## config.mk

```make
export PLATFORM = sky130hd
export DESIGN_NAME = mcu_ao_top
export DESIGN_NICKNAME = d
export VERILOG_FILES = /design/src/verilog/mcu_pkg.sv /design/src/verilog/pwr_ctrl_if.sv /design/src/verilog/power_domain_fsm.sv /design/src/verilog/power_manager.sv /design/src/verilog/irq_collector.sv /design/src/verilog/ao_gpio.sv /design/src/verilog/mcu_ao_top.sv
export SDC_FILE = /design/constraint.sdc
export NUM_CORES = 1
export LEC_CHECK = 0
export BUFFER_PORTS_ARGS = -buffer_cell sky130_fd_sc_hd__clkbuf_2
export CORE_MARGIN = 4
export CORE_UTILIZATION = 40
export DETAILED_ROUTE_END_ITERATION = 6
export GPL_TIMING_DRIVEN = 0
export PLACE_DENSITY_LB_ADDON = 0.15
export SLEW_MARGIN = 20
export SYNTH_ARGS = -nofsm -noshare
export SYNTH_HDL_FRONTEND = slang
export SYNTH_SLANG_ARGS = --single-unit
```

## constraint.sdc

```tcl
create_clock -name clk_i -period 1.6 [get_ports clk_i]
set_input_delay 0.32 -clock clk_i [delete_from_list [all_inputs] [get_ports clk_i]]
set_output_delay 0.32 -clock clk_i [all_outputs]
set_load 0.02 [all_outputs]
```

## src/verilog/mcu_pkg.sv

```systemverilog
// shared sizes, domain indices and interrupt bit positions
// power sequencer state type

`default_nettype none

package mcu_pkg;

  localparam int unsigned NUM_BANKS    = 2;
  localparam int unsigned NUM_DOMAINS  = NUM_BANKS + 2;
  localparam int unsigned NUM_GPIO_AO  = 8;
  localparam int unsigned NEXT_INT     = 4;
  localparam int unsigned NUM_FAST_INT = 16;
  localparam int unsigned IRQ_WIDTH    = 32;

  // domain slots in the power vectors
  localparam int unsigned DOM_CPU       = 0;
  localparam int unsigned DOM_PERIPH    = 1;
  localparam int unsigned DOM_BANK_BASE = 2;

  // core interrupt vector layout
  localparam int unsigned IRQ_SOFT_BIT  = 3;
  localparam int unsigned IRQ_TIMER_BIT = 7;
  localparam int unsigned IRQ_EXT_BIT   = 11;
  localparam int unsigned IRQ_FAST_BASE = 16;

  // fast interrupt positions, timers 1..3 take 0..2
  localparam int unsigned FAST_TIMER1     = 0;
  localparam int unsigned FAST_DMA_DONE   = 3;
  localparam int unsigned FAST_SPI        = 4;
  localparam int unsigned FAST_SPI_FLASH  = 5;
  localparam int unsigned FAST_GPIO_BASE  = 6;
  localparam int unsigned FAST_DMA_WINDOW = 14;
  localparam int unsigned FAST_EXT_PERIPH = 15;

  typedef enum logic [3:0] {
    PWR_ON,
    PWR_GATE_CLK,
    PWR_ISOLATE,
    PWR_HOLD_RST,
    PWR_SWITCH_OFF,
    PWR_OFF,
    PWR_SWITCH_ON,
    PWR_RELEASE_RST,
    PWR_RELEASE_ISO
  } pwr_state_e;

endpackage

`default_nettype wire

```

## src/verilog/pwr_ctrl_if.sv

```systemverilog
// power-control bundle of one domain, all active low
// modports for the sequencer and the domain side

`default_nettype none

interface pwr_ctrl_if;

  logic switch_n;
  logic switch_ack_n;
  logic iso_n;
  logic rst_n;
  logic clkgate_en_n;
  logic retentive_n;

  modport ctrl(
    output switch_n, iso_n, rst_n, clkgate_en_n, retentive_n,
    input  switch_ack_n
  );

  modport domain(
    input  switch_n, iso_n, rst_n, clkgate_en_n, retentive_n,
    output switch_ack_n
  );

endinterface

`default_nettype wire

```

## src/verilog/power_domain_fsm.sv

```systemverilog
// power sequencer for a single domain
// switched or retentive power-down, outputs decoded from state

`default_nettype none

module power_domain_fsm #(
  parameter bit RETENTIVE = 1'b0
) (
  input  logic       clk_i,
  input  logic       arst_n_i,
  input  logic       off_req_i,
  pwr_ctrl_if.ctrl   pwr
);

  import mcu_pkg::*;

  pwr_state_e state_q;
  pwr_state_e state_d;
  logic       ack_match;
  logic       power_down;

  // switch cells report back with variable latency
  assign ack_match = (pwr.switch_ack_n == pwr.switch_n);

  always_comb begin
    state_d = state_q;
    unique case (state_q)
      PWR_ON: begin
        if (off_req_i) begin
          state_d = PWR_GATE_CLK;
        end
      end
      PWR_GATE_CLK:   state_d = PWR_ISOLATE;
      PWR_ISOLATE:    state_d = PWR_HOLD_RST;
      PWR_HOLD_RST:   state_d = PWR_SWITCH_OFF;
      PWR_SWITCH_OFF: begin
        if (RETENTIVE || ack_match) begin
          state_d = PWR_OFF;
        end
      end
      PWR_OFF: begin
        if (!off_req_i) begin
          state_d = PWR_SWITCH_ON;
        end
      end
      PWR_SWITCH_ON: begin
        if (RETENTIVE || ack_match) begin
          state_d = PWR_RELEASE_RST;
        end
      end
      PWR_RELEASE_RST: state_d = PWR_RELEASE_ISO;
      PWR_RELEASE_ISO: state_d = PWR_ON;
      default:         state_d = PWR_ON;
    endcase
  end

  always_ff @(posedge clk_i or negedge arst_n_i) begin
    if (!arst_n_i) begin
      state_q <= PWR_ON;
    end else begin
      state_q <= state_d;
    end
  end

  assign power_down = (state_q inside {PWR_SWITCH_OFF, PWR_OFF});

  // banks keep their switch closed and drop into retention instead
  assign pwr.switch_n     = RETENTIVE ? 1'b1 : !power_down;
  assign pwr.retentive_n  = RETENTIVE ? !power_down : 1'b1;
  assign pwr.clkgate_en_n = (state_q == PWR_ON);
  assign pwr.iso_n        = (state_q inside {PWR_ON, PWR_GATE_CLK, PWR_RELEASE_ISO});
  assign pwr.rst_n        = (state_q inside {PWR_ON, PWR_GATE_CLK, PWR_ISOLATE,
                                             PWR_RELEASE_RST, PWR_RELEASE_ISO});

  // domain is fenced off whenever its supply or retention is active
  a_iso_while_down: assert property (
    @(posedge clk_i) disable iff (!arst_n_i)
    (!pwr.switch_n || !pwr.retentive_n) |-> (!pwr.iso_n && !pwr.rst_n && !pwr.clkgate_en_n)
  );

  // a switch wait is only left after the acknowledge caught up
  a_ack_before_leave: assert property (
    @(posedge clk_i) disable iff (!arst_n_i)
    ((state_q != $past(state_q)) &&
     ($past(state_q) inside {PWR_SWITCH_OFF, PWR_SWITCH_ON}))
    |-> (RETENTIVE || ($past(pwr.switch_ack_n) == $past(pwr.switch_n)))
  );

endmodule

`default_nettype wire

```

## src/verilog/power_manager.sv

```systemverilog
// cpu, peripheral and memory bank sequencers with their off requests
// debug reset merge and flattening onto per-domain vectors

`default_nettype none

module power_manager (
  input  logic                           clk_i,
  input  logic                           arst_n_i,
  input  logic                           core_sleep_i,
  input  logic                           cpu_pwr_off_en_i,
  input  logic                           periph_sleep_i,
  input  logic [mcu_pkg::NUM_BANKS-1:0]   mem_bank_sleep_i,
  input  logic                           irq_pending_i,
  input  logic                           ndmreset_ni,
  input  logic [mcu_pkg::NUM_DOMAINS-1:0] pd_switch_ack_ni,
  output logic [mcu_pkg::NUM_DOMAINS-1:0] pd_switch_no,
  output logic [mcu_pkg::NUM_DOMAINS-1:0] pd_iso_no,
  output logic [mcu_pkg::NUM_DOMAINS-1:0] pd_rst_no,
  output logic [mcu_pkg::NUM_DOMAINS-1:0] pd_clkgate_en_no,
  output logic [mcu_pkg::NUM_BANKS-1:0]   mem_retentive_no
);

  import mcu_pkg::*;

  logic [NUM_DOMAINS-1:0] off_req;

  pwr_ctrl_if pwr_if [NUM_DOMAINS] ();

  // cpu may only sleep when nothing is pending, a pending irq wakes it
  assign off_req[DOM_CPU]    = core_sleep_i && cpu_pwr_off_en_i && !irq_pending_i;
  assign off_req[DOM_PERIPH] = periph_sleep_i;

  power_domain_fsm #(
    .RETENTIVE(1'b0)
  ) i_cpu_fsm (
    .clk_i,
    .arst_n_i,
    .off_req_i(off_req[DOM_CPU]),
    .pwr      (pwr_if[DOM_CPU])
  );

  power_domain_fsm #(
    .RETENTIVE(1'b0)
  ) i_periph_fsm (
    .clk_i,
    .arst_n_i,
    .off_req_i(off_req[DOM_PERIPH]),
    .pwr      (pwr_if[DOM_PERIPH])
  );

  for (genvar b = 0; b < NUM_BANKS; b++) begin : g_bank
    assign off_req[DOM_BANK_BASE+b] = mem_bank_sleep_i[b];

    power_domain_fsm #(
      .RETENTIVE(1'b1)
    ) i_bank_fsm (
      .clk_i,
      .arst_n_i,
      .off_req_i(off_req[DOM_BANK_BASE+b]),
      .pwr      (pwr_if[DOM_BANK_BASE+b])
    );

    assign mem_retentive_no[b] = pwr_if[DOM_BANK_BASE+b].retentive_n;
  end

  for (genvar d = 0; d < NUM_DOMAINS; d++) begin : g_flat
    assign pwr_if[d].switch_ack_n = pd_switch_ack_ni[d];
    assign pd_switch_no[d]        = pwr_if[d].switch_n;
    assign pd_iso_no[d]           = pwr_if[d].iso_n;
    assign pd_clkgate_en_no[d]    = pwr_if[d].clkgate_en_n;
    // debug reset hits every domain without delay
    assign pd_rst_no[d]           = pwr_if[d].rst_n && ndmreset_ni;
  end

  // a running cpu stays up while an interrupt is pending
  a_no_sleep_on_irq: assert property (
    @(posedge clk_i) disable iff (!arst_n_i)
    (irq_pending_i && (i_cpu_fsm.state_q == PWR_ON)) |=> (i_cpu_fsm.state_q == PWR_ON)
  );

endmodule

`default_nettype wire

```

## src/verilog/irq_collector.sv

```systemverilog
// core interrupt vector assembly in the standard bit layout
// sticky fast interrupts with software clear pulses

`default_nettype none

module irq_collector (
  input  logic                            clk_i,
  input  logic                            arst_n_i,
  input  logic                            soft_irq_i,
  input  logic [3:0]                      timer_intr_i,
  input  logic [mcu_pkg::NEXT_INT-1:0]     ext_intr_i,
  input  logic                            dma_done_intr_i,
  input  logic                            dma_window_intr_i,
  input  logic                            spi_intr_i,
  input  logic                            spi_flash_intr_i,
  input  logic                            ext_periph_intr_i,
  input  logic [mcu_pkg::NUM_GPIO_AO-1:0]  gpio_intr_i,
  input  logic [mcu_pkg::NUM_FAST_INT-1:0] fast_clear_i,
  output logic [mcu_pkg::IRQ_WIDTH-1:0]    irq_o,
  output logic                            irq_pending_o
);

  import mcu_pkg::*;

  logic [NUM_FAST_INT-1:0] fast_src;
  logic [NUM_FAST_INT-1:0] fast_pend;
  logic [IRQ_WIDTH-1:0]    irq_d;
  logic [IRQ_WIDTH-1:0]    irq_q;

  always_comb begin
    fast_src                                  = '0;
    fast_src[FAST_TIMER1 +: 3]                = timer_intr_i[3:1];
    fast_src[FAST_DMA_DONE]                   = dma_done_intr_i;
    fast_src[FAST_SPI]                        = spi_intr_i;
    fast_src[FAST_SPI_FLASH]                  = spi_flash_intr_i;
    fast_src[FAST_GPIO_BASE +: NUM_GPIO_AO]   = gpio_intr_i;
    fast_src[FAST_DMA_WINDOW]                 = dma_window_intr_i;
    fast_src[FAST_EXT_PERIPH]                 = ext_periph_intr_i;
  end

  // the fast field of the output register is the pending state
  assign fast_pend = irq_q[IRQ_FAST_BASE +: NUM_FAST_INT];

  always_comb begin
    irq_d                                = '0;
    irq_d[IRQ_SOFT_BIT]                  = soft_irq_i;
    irq_d[IRQ_TIMER_BIT]                 = timer_intr_i[0];
    irq_d[IRQ_EXT_BIT]                   = |ext_intr_i;
    // set beats clear
    irq_d[IRQ_FAST_BASE +: NUM_FAST_INT] = fast_src | (fast_pend & ~fast_clear_i);
  end

  always_ff @(posedge clk_i or negedge arst_n_i) begin
    if (!arst_n_i) begin
      irq_q <= '0;
    end else begin
      irq_q <= irq_d;
    end
  end

  assign irq_o         = irq_q;
  assign irq_pending_o = |irq_q;

  a_fast_sticky: assert property (
    @(posedge clk_i) disable iff (!arst_n_i)
    1'b1 |=> (($past(fast_src) & ~fast_pend) == '0)
  );

endmodule

`default_nettype wire

```

## src/verilog/ao_gpio.sv

```systemverilog
// always-on gpio input synchronizer
// enabled rising edges become single-cycle interrupt pulses

`default_nettype none

module ao_gpio (
  input  logic                           clk_i,
  input  logic                           arst_n_i,
  input  logic [mcu_pkg::NUM_GPIO_AO-1:0] gpio_ao_i,
  input  logic [mcu_pkg::NUM_GPIO_AO-1:0] gpio_intr_en_i,
  output logic [mcu_pkg::NUM_GPIO_AO-1:0] gpio_ao_in_o,
  output logic [mcu_pkg::NUM_GPIO_AO-1:0] gpio_intr_o
);

  import mcu_pkg::*;

  logic [NUM_GPIO_AO-1:0] meta_q;
  logic [NUM_GPIO_AO-1:0] sync_q;
  logic [NUM_GPIO_AO-1:0] prev_q;
  logic [NUM_GPIO_AO-1:0] rise;
  logic [NUM_GPIO_AO-1:0] intr_q;

  // two flops per pin, pads are asynchronous
  always_ff @(posedge clk_i or negedge arst_n_i) begin
    if (!arst_n_i) begin
      meta_q <= '0;
      sync_q <= '0;
      prev_q <= '0;
    end else begin
      meta_q <= gpio_ao_i;
      sync_q <= meta_q;
      prev_q <= sync_q;
    end
  end

  assign rise = sync_q & ~prev_q;

  always_ff @(posedge clk_i or negedge arst_n_i) begin
    if (!arst_n_i) begin
      intr_q <= '0;
    end else begin
      intr_q <= rise & gpio_intr_en_i;
    end
  end

  assign gpio_ao_in_o = sync_q;
  assign gpio_intr_o  = intr_q;

endmodule

`default_nettype wire

```

## src/verilog/mcu_ao_top.sv

```systemverilog
// always-on control island top level
// gpio, interrupt collector and power manager on plain ports

`default_nettype none

module mcu_ao_top (
  input  logic                            clk_i,
  input  logic                            arst_n_i,
  // power control
  input  logic                            core_sleep_i,
  input  logic                            cpu_pwr_off_en_i,
  input  logic                            periph_sleep_i,
  input  logic [mcu_pkg::NUM_BANKS-1:0]    mem_bank_sleep_i,
  input  logic                            ndmreset_ni,
  input  logic [mcu_pkg::NUM_DOMAINS-1:0]  pd_switch_ack_ni,
  output logic [mcu_pkg::NUM_DOMAINS-1:0]  pd_switch_no,
  output logic [mcu_pkg::NUM_DOMAINS-1:0]  pd_iso_no,
  output logic [mcu_pkg::NUM_DOMAINS-1:0]  pd_rst_no,
  output logic [mcu_pkg::NUM_DOMAINS-1:0]  pd_clkgate_en_no,
  output logic [mcu_pkg::NUM_BANKS-1:0]    mem_retentive_no,
  // interrupt sources
  input  logic                            soft_irq_i,
  input  logic [3:0]                      timer_intr_i,
  input  logic [mcu_pkg::NEXT_INT-1:0]     ext_intr_i,
  input  logic                            dma_done_intr_i,
  input  logic                            dma_window_intr_i,
  input  logic                            spi_intr_i,
  input  logic                            spi_flash_intr_i,
  input  logic                            ext_periph_intr_i,
  input  logic [mcu_pkg::NUM_FAST_INT-1:0] fast_clear_i,
  output logic [mcu_pkg::IRQ_WIDTH-1:0]    irq_o,
  // always-on gpio
  input  logic [mcu_pkg::NUM_GPIO_AO-1:0]  gpio_ao_i,
  input  logic [mcu_pkg::NUM_GPIO_AO-1:0]  gpio_intr_en_i,
  output logic [mcu_pkg::NUM_GPIO_AO-1:0]  gpio_ao_in_o
);

  import mcu_pkg::*;

  logic                   irq_pending;
  logic [NUM_GPIO_AO-1:0] gpio_intr;

  ao_gpio i_ao_gpio (
    .clk_i,
    .arst_n_i,
    .gpio_ao_i,
    .gpio_intr_en_i,
    .gpio_ao_in_o,
    .gpio_intr_o   (gpio_intr)
  );

  irq_collector i_irq_collector (
    .clk_i,
    .arst_n_i,
    .soft_irq_i,
    .timer_intr_i,
    .ext_intr_i,
    .dma_done_intr_i,
    .dma_window_intr_i,
    .spi_intr_i,
    .spi_flash_intr_i,
    .ext_periph_intr_i,
    .gpio_intr_i      (gpio_intr),
    .fast_clear_i,
    .irq_o,
    .irq_pending_o    (irq_pending)
  );

  power_manager i_power_manager (
    .clk_i,
    .arst_n_i,
    .core_sleep_i,
    .cpu_pwr_off_en_i,
    .periph_sleep_i,
    .mem_bank_sleep_i,
    .irq_pending_i    (irq_pending),
    .ndmreset_ni,
    .pd_switch_ack_ni,
    .pd_switch_no,
    .pd_iso_no,
    .pd_rst_no,
    .pd_clkgate_en_no,
    .mem_retentive_no
  );

endmodule

`default_nettype wire

```

==> impl_metrics.tcl, run 1 <==
set metrics [dict create \
    fmax_mhz 539 \
    syn2layout_area_growth_pct 43.9 \
    hp-class "in2reg" \
    path_cells "buf_6, maj3_2, nor2_2, o21a_1, clkbuf_8" \
    die_w_um 92.5 \
    num_rows 30 \
    synth_cells 247 \
    synth_top_family_by_area "buffers and inverters" \
    crit_required_ps 1280 \
    drive_gt1_share_pct 51.8 \
    synth_compound_area_share_pct 11.3 \
    yosysWarnings 0 \
    insertion_delay_ps 340 \
    synth_edf_count 0 \
    numPortBuffers 98 \
    syn_area_per_cell_um2 11.6 \
    synthAdderAreaFrac_pct 1.18 \
    synth_ff_type "dfrtp_1" \
    ys_seq_area_share_pct 58.7 \
    root_buffer "clkbuf_8" \
    cpPeakStageDelay_ps 380 \
    antenna_cells 0 \
    cts_tree "yes" \
    reg2reg_slack_ps 270 \
    status "finished, violations left" \
    path_max_fanout 5 \
    layout.area.seq_um2 1690 \
    ys_ff_latch 67 \
    slew_viol_final 0 \
    synthXorXnorAreaFrac_pct 1.53 \
    ioPinCount 116 \
    multiInputGateArea_um2 927 \
    finalNetCount 441 \
    die_h_um 92.5 \
    drcViolationCount 0 \
    crit_arrival_ps 1540 \
    power_leakage_uw 0.00216 \
    finalSetupViolations 11 \
    skew_ps 9.62 \
    drt-total-wl_um 5680 \
    clkTransAtPathRegs_ps 80 \
    gr-total-overflow 0 \
    netlist_area_um2 2850 \
    pre_cts_ws_ps 98.0 \
    drt_pass1_iterations 4 \
    cp_top_family "flip-flops" \
    worstSetupStartpointType "register" \
    wl_per_cell_um 11.7 \
    via_count 2086 \
    grt_max_degree 43 \
    htreeDepth 3 \
    grt_pass1_wl_um 9160 \
    crit_type "reg2out" \
    n_fill_cell 604 \
    synth_mux_area_share_pct 0 \
    drt_iter0_markers 32 \
    critPathSlowestCell "dfrtp_1" \
    violations "setup timing" \
    setup_ws_ps -257 \
    hold_violations 0 \
    worst-path-buf-inv 2 \
    synthArstFlopShare_pct 100 \
    clock_sinks 67 \
    die-area_um2 8550 \
    rsz0062_at_grt "true" \
    antenna_found_initial 0 \
    p_per_area_nw_per_um2 1610 \
    dpl.hpwl_um 4090 \
    groute.usage.overall_pct 13.7 \
    max_cap_violations 0 \
    grt_pass1_vias 2035 \
    fin_crit_sh_pct 116 \
    yosys.area_share.simple_pct 13.5 \
    numCtsBuffers 9 \
    ant_nets 0 \
    initial_core_util_pct 41.5 \
    synth_cell_types 40 \
    place.gp.congestion 0.802 \
    layout_min_cycle_time_ps 1860 \
    vdd_drop_max_uv 713 \
    endpoint_kind "primary output" \
    viasPerCell 4.31 \
    fp.coreArea_um2 6870 \
    cts.path.max_buffers 2 \
    tns_ps -1150 \
]
## metal layers
metal / wire (um) / GRT usage [%] / vias up
met5: 0 / 0 / -
met4: 128 / 7.05 / 0
met3: 342 / 3.57 / 11
met2: 2870 / 22.4 / 66
met1: 2340 / 16.7 / 965
li1: - / - / 1044
## metrics by stage
step / util (%) / instances / hold slack (ps) / power, uW / cell area (um2)
final: 59.8 / 484 / 80.4 / 6610 / 4110
after global routing: 59.8 / 484 / 52.8 / 7030 / 4110
after CTS: 56.9 / 471 / 58.0 / 6210 / 3910
after detailed placement: 51.5 / 455 / 293 / 4450 / 3540
after global placement: 51.1 / 454 / 331 / 4400 / 3510
after floorplan: - / 260 / 24.4 / 3900 / 2900
## synth_stat cells (all sizes together) (3+ instances only)
master	instances	share of area, %
dfrtp	67	59
nor3b	4	1.6
nor2	20	2.6
a211oi	4	1.1
nand2	16	2.1
buf	41	11
nor2b	4	0.88
o21a	6	1.6
xor2	3	0.92
maj3	3	1.2
a21oi	8	1.4
inv	19	2.5
nor4	7	2.5
a21o	16	4.3
o21ai	5	0.88
## flip-flops by register name, summed over array words and instances, names as in the netlist
register,cells
i_irq_collector.irq_o,19
i_ao_gpio.meta_q,8
i_ao_gpio.gpio_intr_o,8
i_ao_gpio.gpio_ao_in_o,8
i_ao_gpio.prev_q,8
i_power_manager.i_cpu_fsm.state_q,4
i_power_manager.i_periph_fsm.state_q,4
i_power_manager.g_bank.i_bank_fsm.state_q,8
## worst paths after layout
kind	from	to	cells after the start
setup / recovery	i_power_manager.i_cpu_fsm.state_q[3]$_DFFE_PN0P_	pd_rst_no[0]	5
hold / removal	gpio_ao_i[2]	i_ao_gpio.meta_q[2]$_DFF_PN0_	1
setup reg to reg	i_power_manager.i_cpu_fsm.state_q[3]$_DFFE_PN0P_	i_power_manager.i_cpu_fsm.state_q[0]$_DFFE_PN0P_	6
hold reg to reg	i_ao_gpio.meta_q[3]$_DFF_PN0_	i_ao_gpio.gpio_ao_in_o[3]$_DFF_PN0_	0
max in group asynchronous	arst_n_i	i_power_manager.g_bank[0].i_bank_fsm.state_q[0]$_DFFE_PN0P_	3
min in group asynchronous	arst_n_i	i_ao_gpio.gpio_ao_in_o[1]$_DFF_PN0_	2
## cell usage in the layout, fill, tap and decap left out, types with 3 or more instances in the layout
cell      instances
nor4_4            4
a211oi_2          4
clkbuf_2         81
inv_6             3
a21oi_1           7
nor3b_2           3
dfrtp_2           7
xor2_1            3
nor2b_1           4
nor2_1           17
o21a_1            6
nor4_2            3
inv_1            18
maj3_2            3
buf_4            39
conb_1           15
dfrtp_1          60
o21ai_0           3
nand2_1          16
buf_6            21
a21o_1           15
clkbuf_8         18
## cell families (layout without fill, tap and decap cells)
group                    count (synthesis)  count (layout)
other                                    2              15
adder cells (fa/ha/maj)                  3               3
AND/OR/NAND/NOR                         65              65
XOR/XNOR                                 5               5
buffers and inverters                   60             188
AO/OA/AOI/OAI                           45              45
flip-flops                              67              67
## final cells by class
cell class | instances | area share (%)
clock buffer | 9 | 3.02
tap | 96 | 2.92
inverter | 19 | 1.74
timing repair buffer | 129 | 21.6
multi-input combinational | 133 | 22.6
sequential | 67 | 41.0
clock inverter | 7 | 2.04
buffer | 24 | 5.12
## where the power goes
group | internal, uW | switching (uW) | leakage [uW]
clock network | 749 | 697 | 0.000103
logic | 1610 | 1300 | 0.00125
registers | 1960 | 283 | 0.000803
## repair_timing
action                                 CTS  global route
hold buffers                             1             0
endpoints found under the hold margin   25             0
setup endpoints to repair               16            16
gates cloned                             0             0
gates resized for setup                 39            34
buffers inserted                        13            16
pin swaps                                5            12
Note: power is estimated with default switching activity, not from simulation.
==> inputs of run 2 (changes only) <==
--- a/config.mk
+++ b/config.mk
@@ -7,7 +7,7 @@
 export LEC_CHECK = 0
 export BUFFER_PORTS_ARGS = -buffer_cell sky130_fd_sc_hd__clkbuf_2
 export CORE_MARGIN = 4
-export CORE_UTILIZATION = 40
+export CORE_UTILIZATION = 45
 export DETAILED_ROUTE_END_ITERATION = 6
 export GPL_TIMING_DRIVEN = 0
 export PLACE_DENSITY_LB_ADDON = 0.15
==> impl_metrics.tcl, run 2 (same netlist as run 1, synthesis figures left out) <==
set metrics [dict create \
    drt_iter0_markers 36 \
    drive_gt1_share_pct 51.3 \
    placed_area_um2 3510 \
    fin_crit_sh_pct 116 \
    drt_pass1_iterations 4 \
    vdd_drop_max_uv 1200 \
    num_rows 28 \
    fmax_mhz 540 \
    grt_pass1_vias 2077 \
    cp_top_family "flip-flops" \
    gr-total-overflow 0 \
    path_max_fanout 9 \
    htreeDepth 3 \
    critPathSlowestCell "dfrtp_1" \
    largest_reg_flops 19 \
    initial_core_util_pct 47.4 \
    status "finished, violations left" \
    die_w_um 87.6 \
    final_common_cell "clkbuf_2" \
    ant_nets 0 \
    layout_common_cells "clkbuf_2 (81), dfrtp_1 (59), buf_4 (36)" \
    cpPeakStageDelay_ps 370 \
    finalCoreUtilization_pct 66.7 \
    min_from "gpio_ao_i[7]" \
    worst-path-buf-inv 2 \
    crit_arrival_ps 1530 \
    tns_ps -1370 \
    endpoint_kind "primary output" \
    design_area_um2 4020 \
    syn2layout_area_growth_pct 40.9 \
    timing.rr.end "i_power_manager.i_periph_fsm.state_q[0]$_DFFE_PN0P_" \
    hp-class "in2reg" \
    grt_pass1_wl_um 9030 \
    r2r_start "i_power_manager.i_periph_fsm.state_q[1]$_DFFE_PN0P_" \
    crit_required_ps 1280 \
    setup_ws_ps -253 \
    antenna_found_initial 0 \
    worstSetupStartpointType "register" \
    violations "setup timing" \
    crit_type "reg2out" \
    drt-total-wl_um 5950 \
    reg2reg_slack_ps 270 \
    max_cap_violations 0 \
    n_fill_cell 497 \
    numPortBuffers 98 \
    numCtsBuffers 9 \
    clock_sinks 67 \
    die_h_um 87.6 \
    skew_ps 7.34 \
    insertion_delay_ps 340 \
    hold_violations 0 \
    grt_max_degree 41 \
    finalNetCount 434 \
    fp.coreArea_um2 6030 \
    rr_worst_depth 5 \
    viasPerCell 4.60 \
    die-area_um2 7680 \
    drcViolationCount 0 \
    p_per_area_nw_per_um2 1590 \
    hold_depth 1 \
    clkTransAtPathRegs_ps 80 \
    groute.usage.overall_pct 15.5 \
    root_buffer "clkbuf_8" \
    rsz0062_at_grt "true" \
    cts_tree "yes" \
    layout_min_cycle_time_ps 1850 \
    wl_per_cell_um 13.1 \
    via_count 2092 \
    power_leakage_uw 0.00210 \
    ioPinCount 116 \
    power_uw 6400 \
    path_cells "buf_6, maj3_2, nor2_1, o21a_1, clkbuf_8" \
    slew_viol_final 0 \
    cts.path.max_buffers 2 \
    antenna_cells 0 \
    place.gp.congestion 0.761 \
    dpl.hpwl_um 4170 \
    finalSetupViolations 11 \
    min_to "i_ao_gpio.meta_q[7]$_DFF_PN0_" \
]
-- run 2: area by class of cell --
type	instances	area (um2)	share of cell area, %
inverters	19	71.3	1.77
repair buffers	124	851	21.2
flip-flops and latches	67	1690	42.0
plain buffers	22	191	4.76
clock buffers	10	138	3.42
well taps	75	93.8	2.33
multi-input cells	133	948	23.6
clock inverters	5	40.0	0.996
-- run 2: through the flow --
stage               cells  hold WS, ps  worst slack, ps
CTS                   446         66.1             -275
global route          455         49.5             -321
finish                455         86.6             -253
floorplan             260         24.4              213
global placement      433          331             -237
detailed placement    434          304             93.2
-- run 2: report_power, final --
part           total [uW]  leakage [uW]  switching, uW  internal, uW
registers            2320      0.000801            350          1970
clock network        1230     0.0000806            632           600
logic                2850       0.00122           1290          1550
-- run 2: how the worst max path moves through the flow --
stage | start | endpoint | slack (ps) | cells past startpoint
4_1_cts | i_power_manager.i_cpu_fsm.state_q[0]$_DFFE_PN0P_ | pd_rst_no[0] | -280 | 5
3_5_place_dp | i_power_manager.i_cpu_fsm.state_q[1]$_DFFE_PN0P_ | pd_rst_no[0] | 90 | 5
5_1_grt | i_power_manager.g_bank[1].i_bank_fsm.state_q[3]$_DFFE_PN0P_ | pd_rst_no[3] | -320 | 5
3_3_place_gp | arst_n_i | i_power_manager.i_periph_fsm.state_q[0]$_DFFE_PN0P_ | -240 | 1
2_1_floorplan | i_power_manager.i_cpu_fsm.state_q[3]$_DFFE_PN0P_ | pd_rst_no[0] | 210 | 4
6_report | i_power_manager.i_cpu_fsm.state_q[1]$_DFFE_PN0P_ | pd_rst_no[0] | -250 | 5
-- run 2: worst register-to-register path: stages (launching register included) --
cell and delay [ps]:
dfrtp_2 480, buf_12 160, buf_4 130, nor3b_1 210, o21bai_1 90, a31oi_1 180
-- run 2: layer usage --
layer / vias to the layer above / part of all wire, % / wire length [um] / GRT usage [%]
met5: - / 0 / 0 / 0
met4: 0 / 0.81 / 48 / 5.86
met3: 5 / 6.9 / 411 / 6.49
met2: 63 / 53 / 3150 / 26.8
met1: 996 / 39 / 2350 / 16.8
li1: 1028 / - / - / -
-- run 2: repair_timing --
item	4_1_cts	5_1_grt
hold buffers	1	0
gates resized for setup	39	34
buffers inserted	10	14
pin swaps	6	6
endpoints found under the hold margin	27	0
endpoints found under the setup margin	15	15
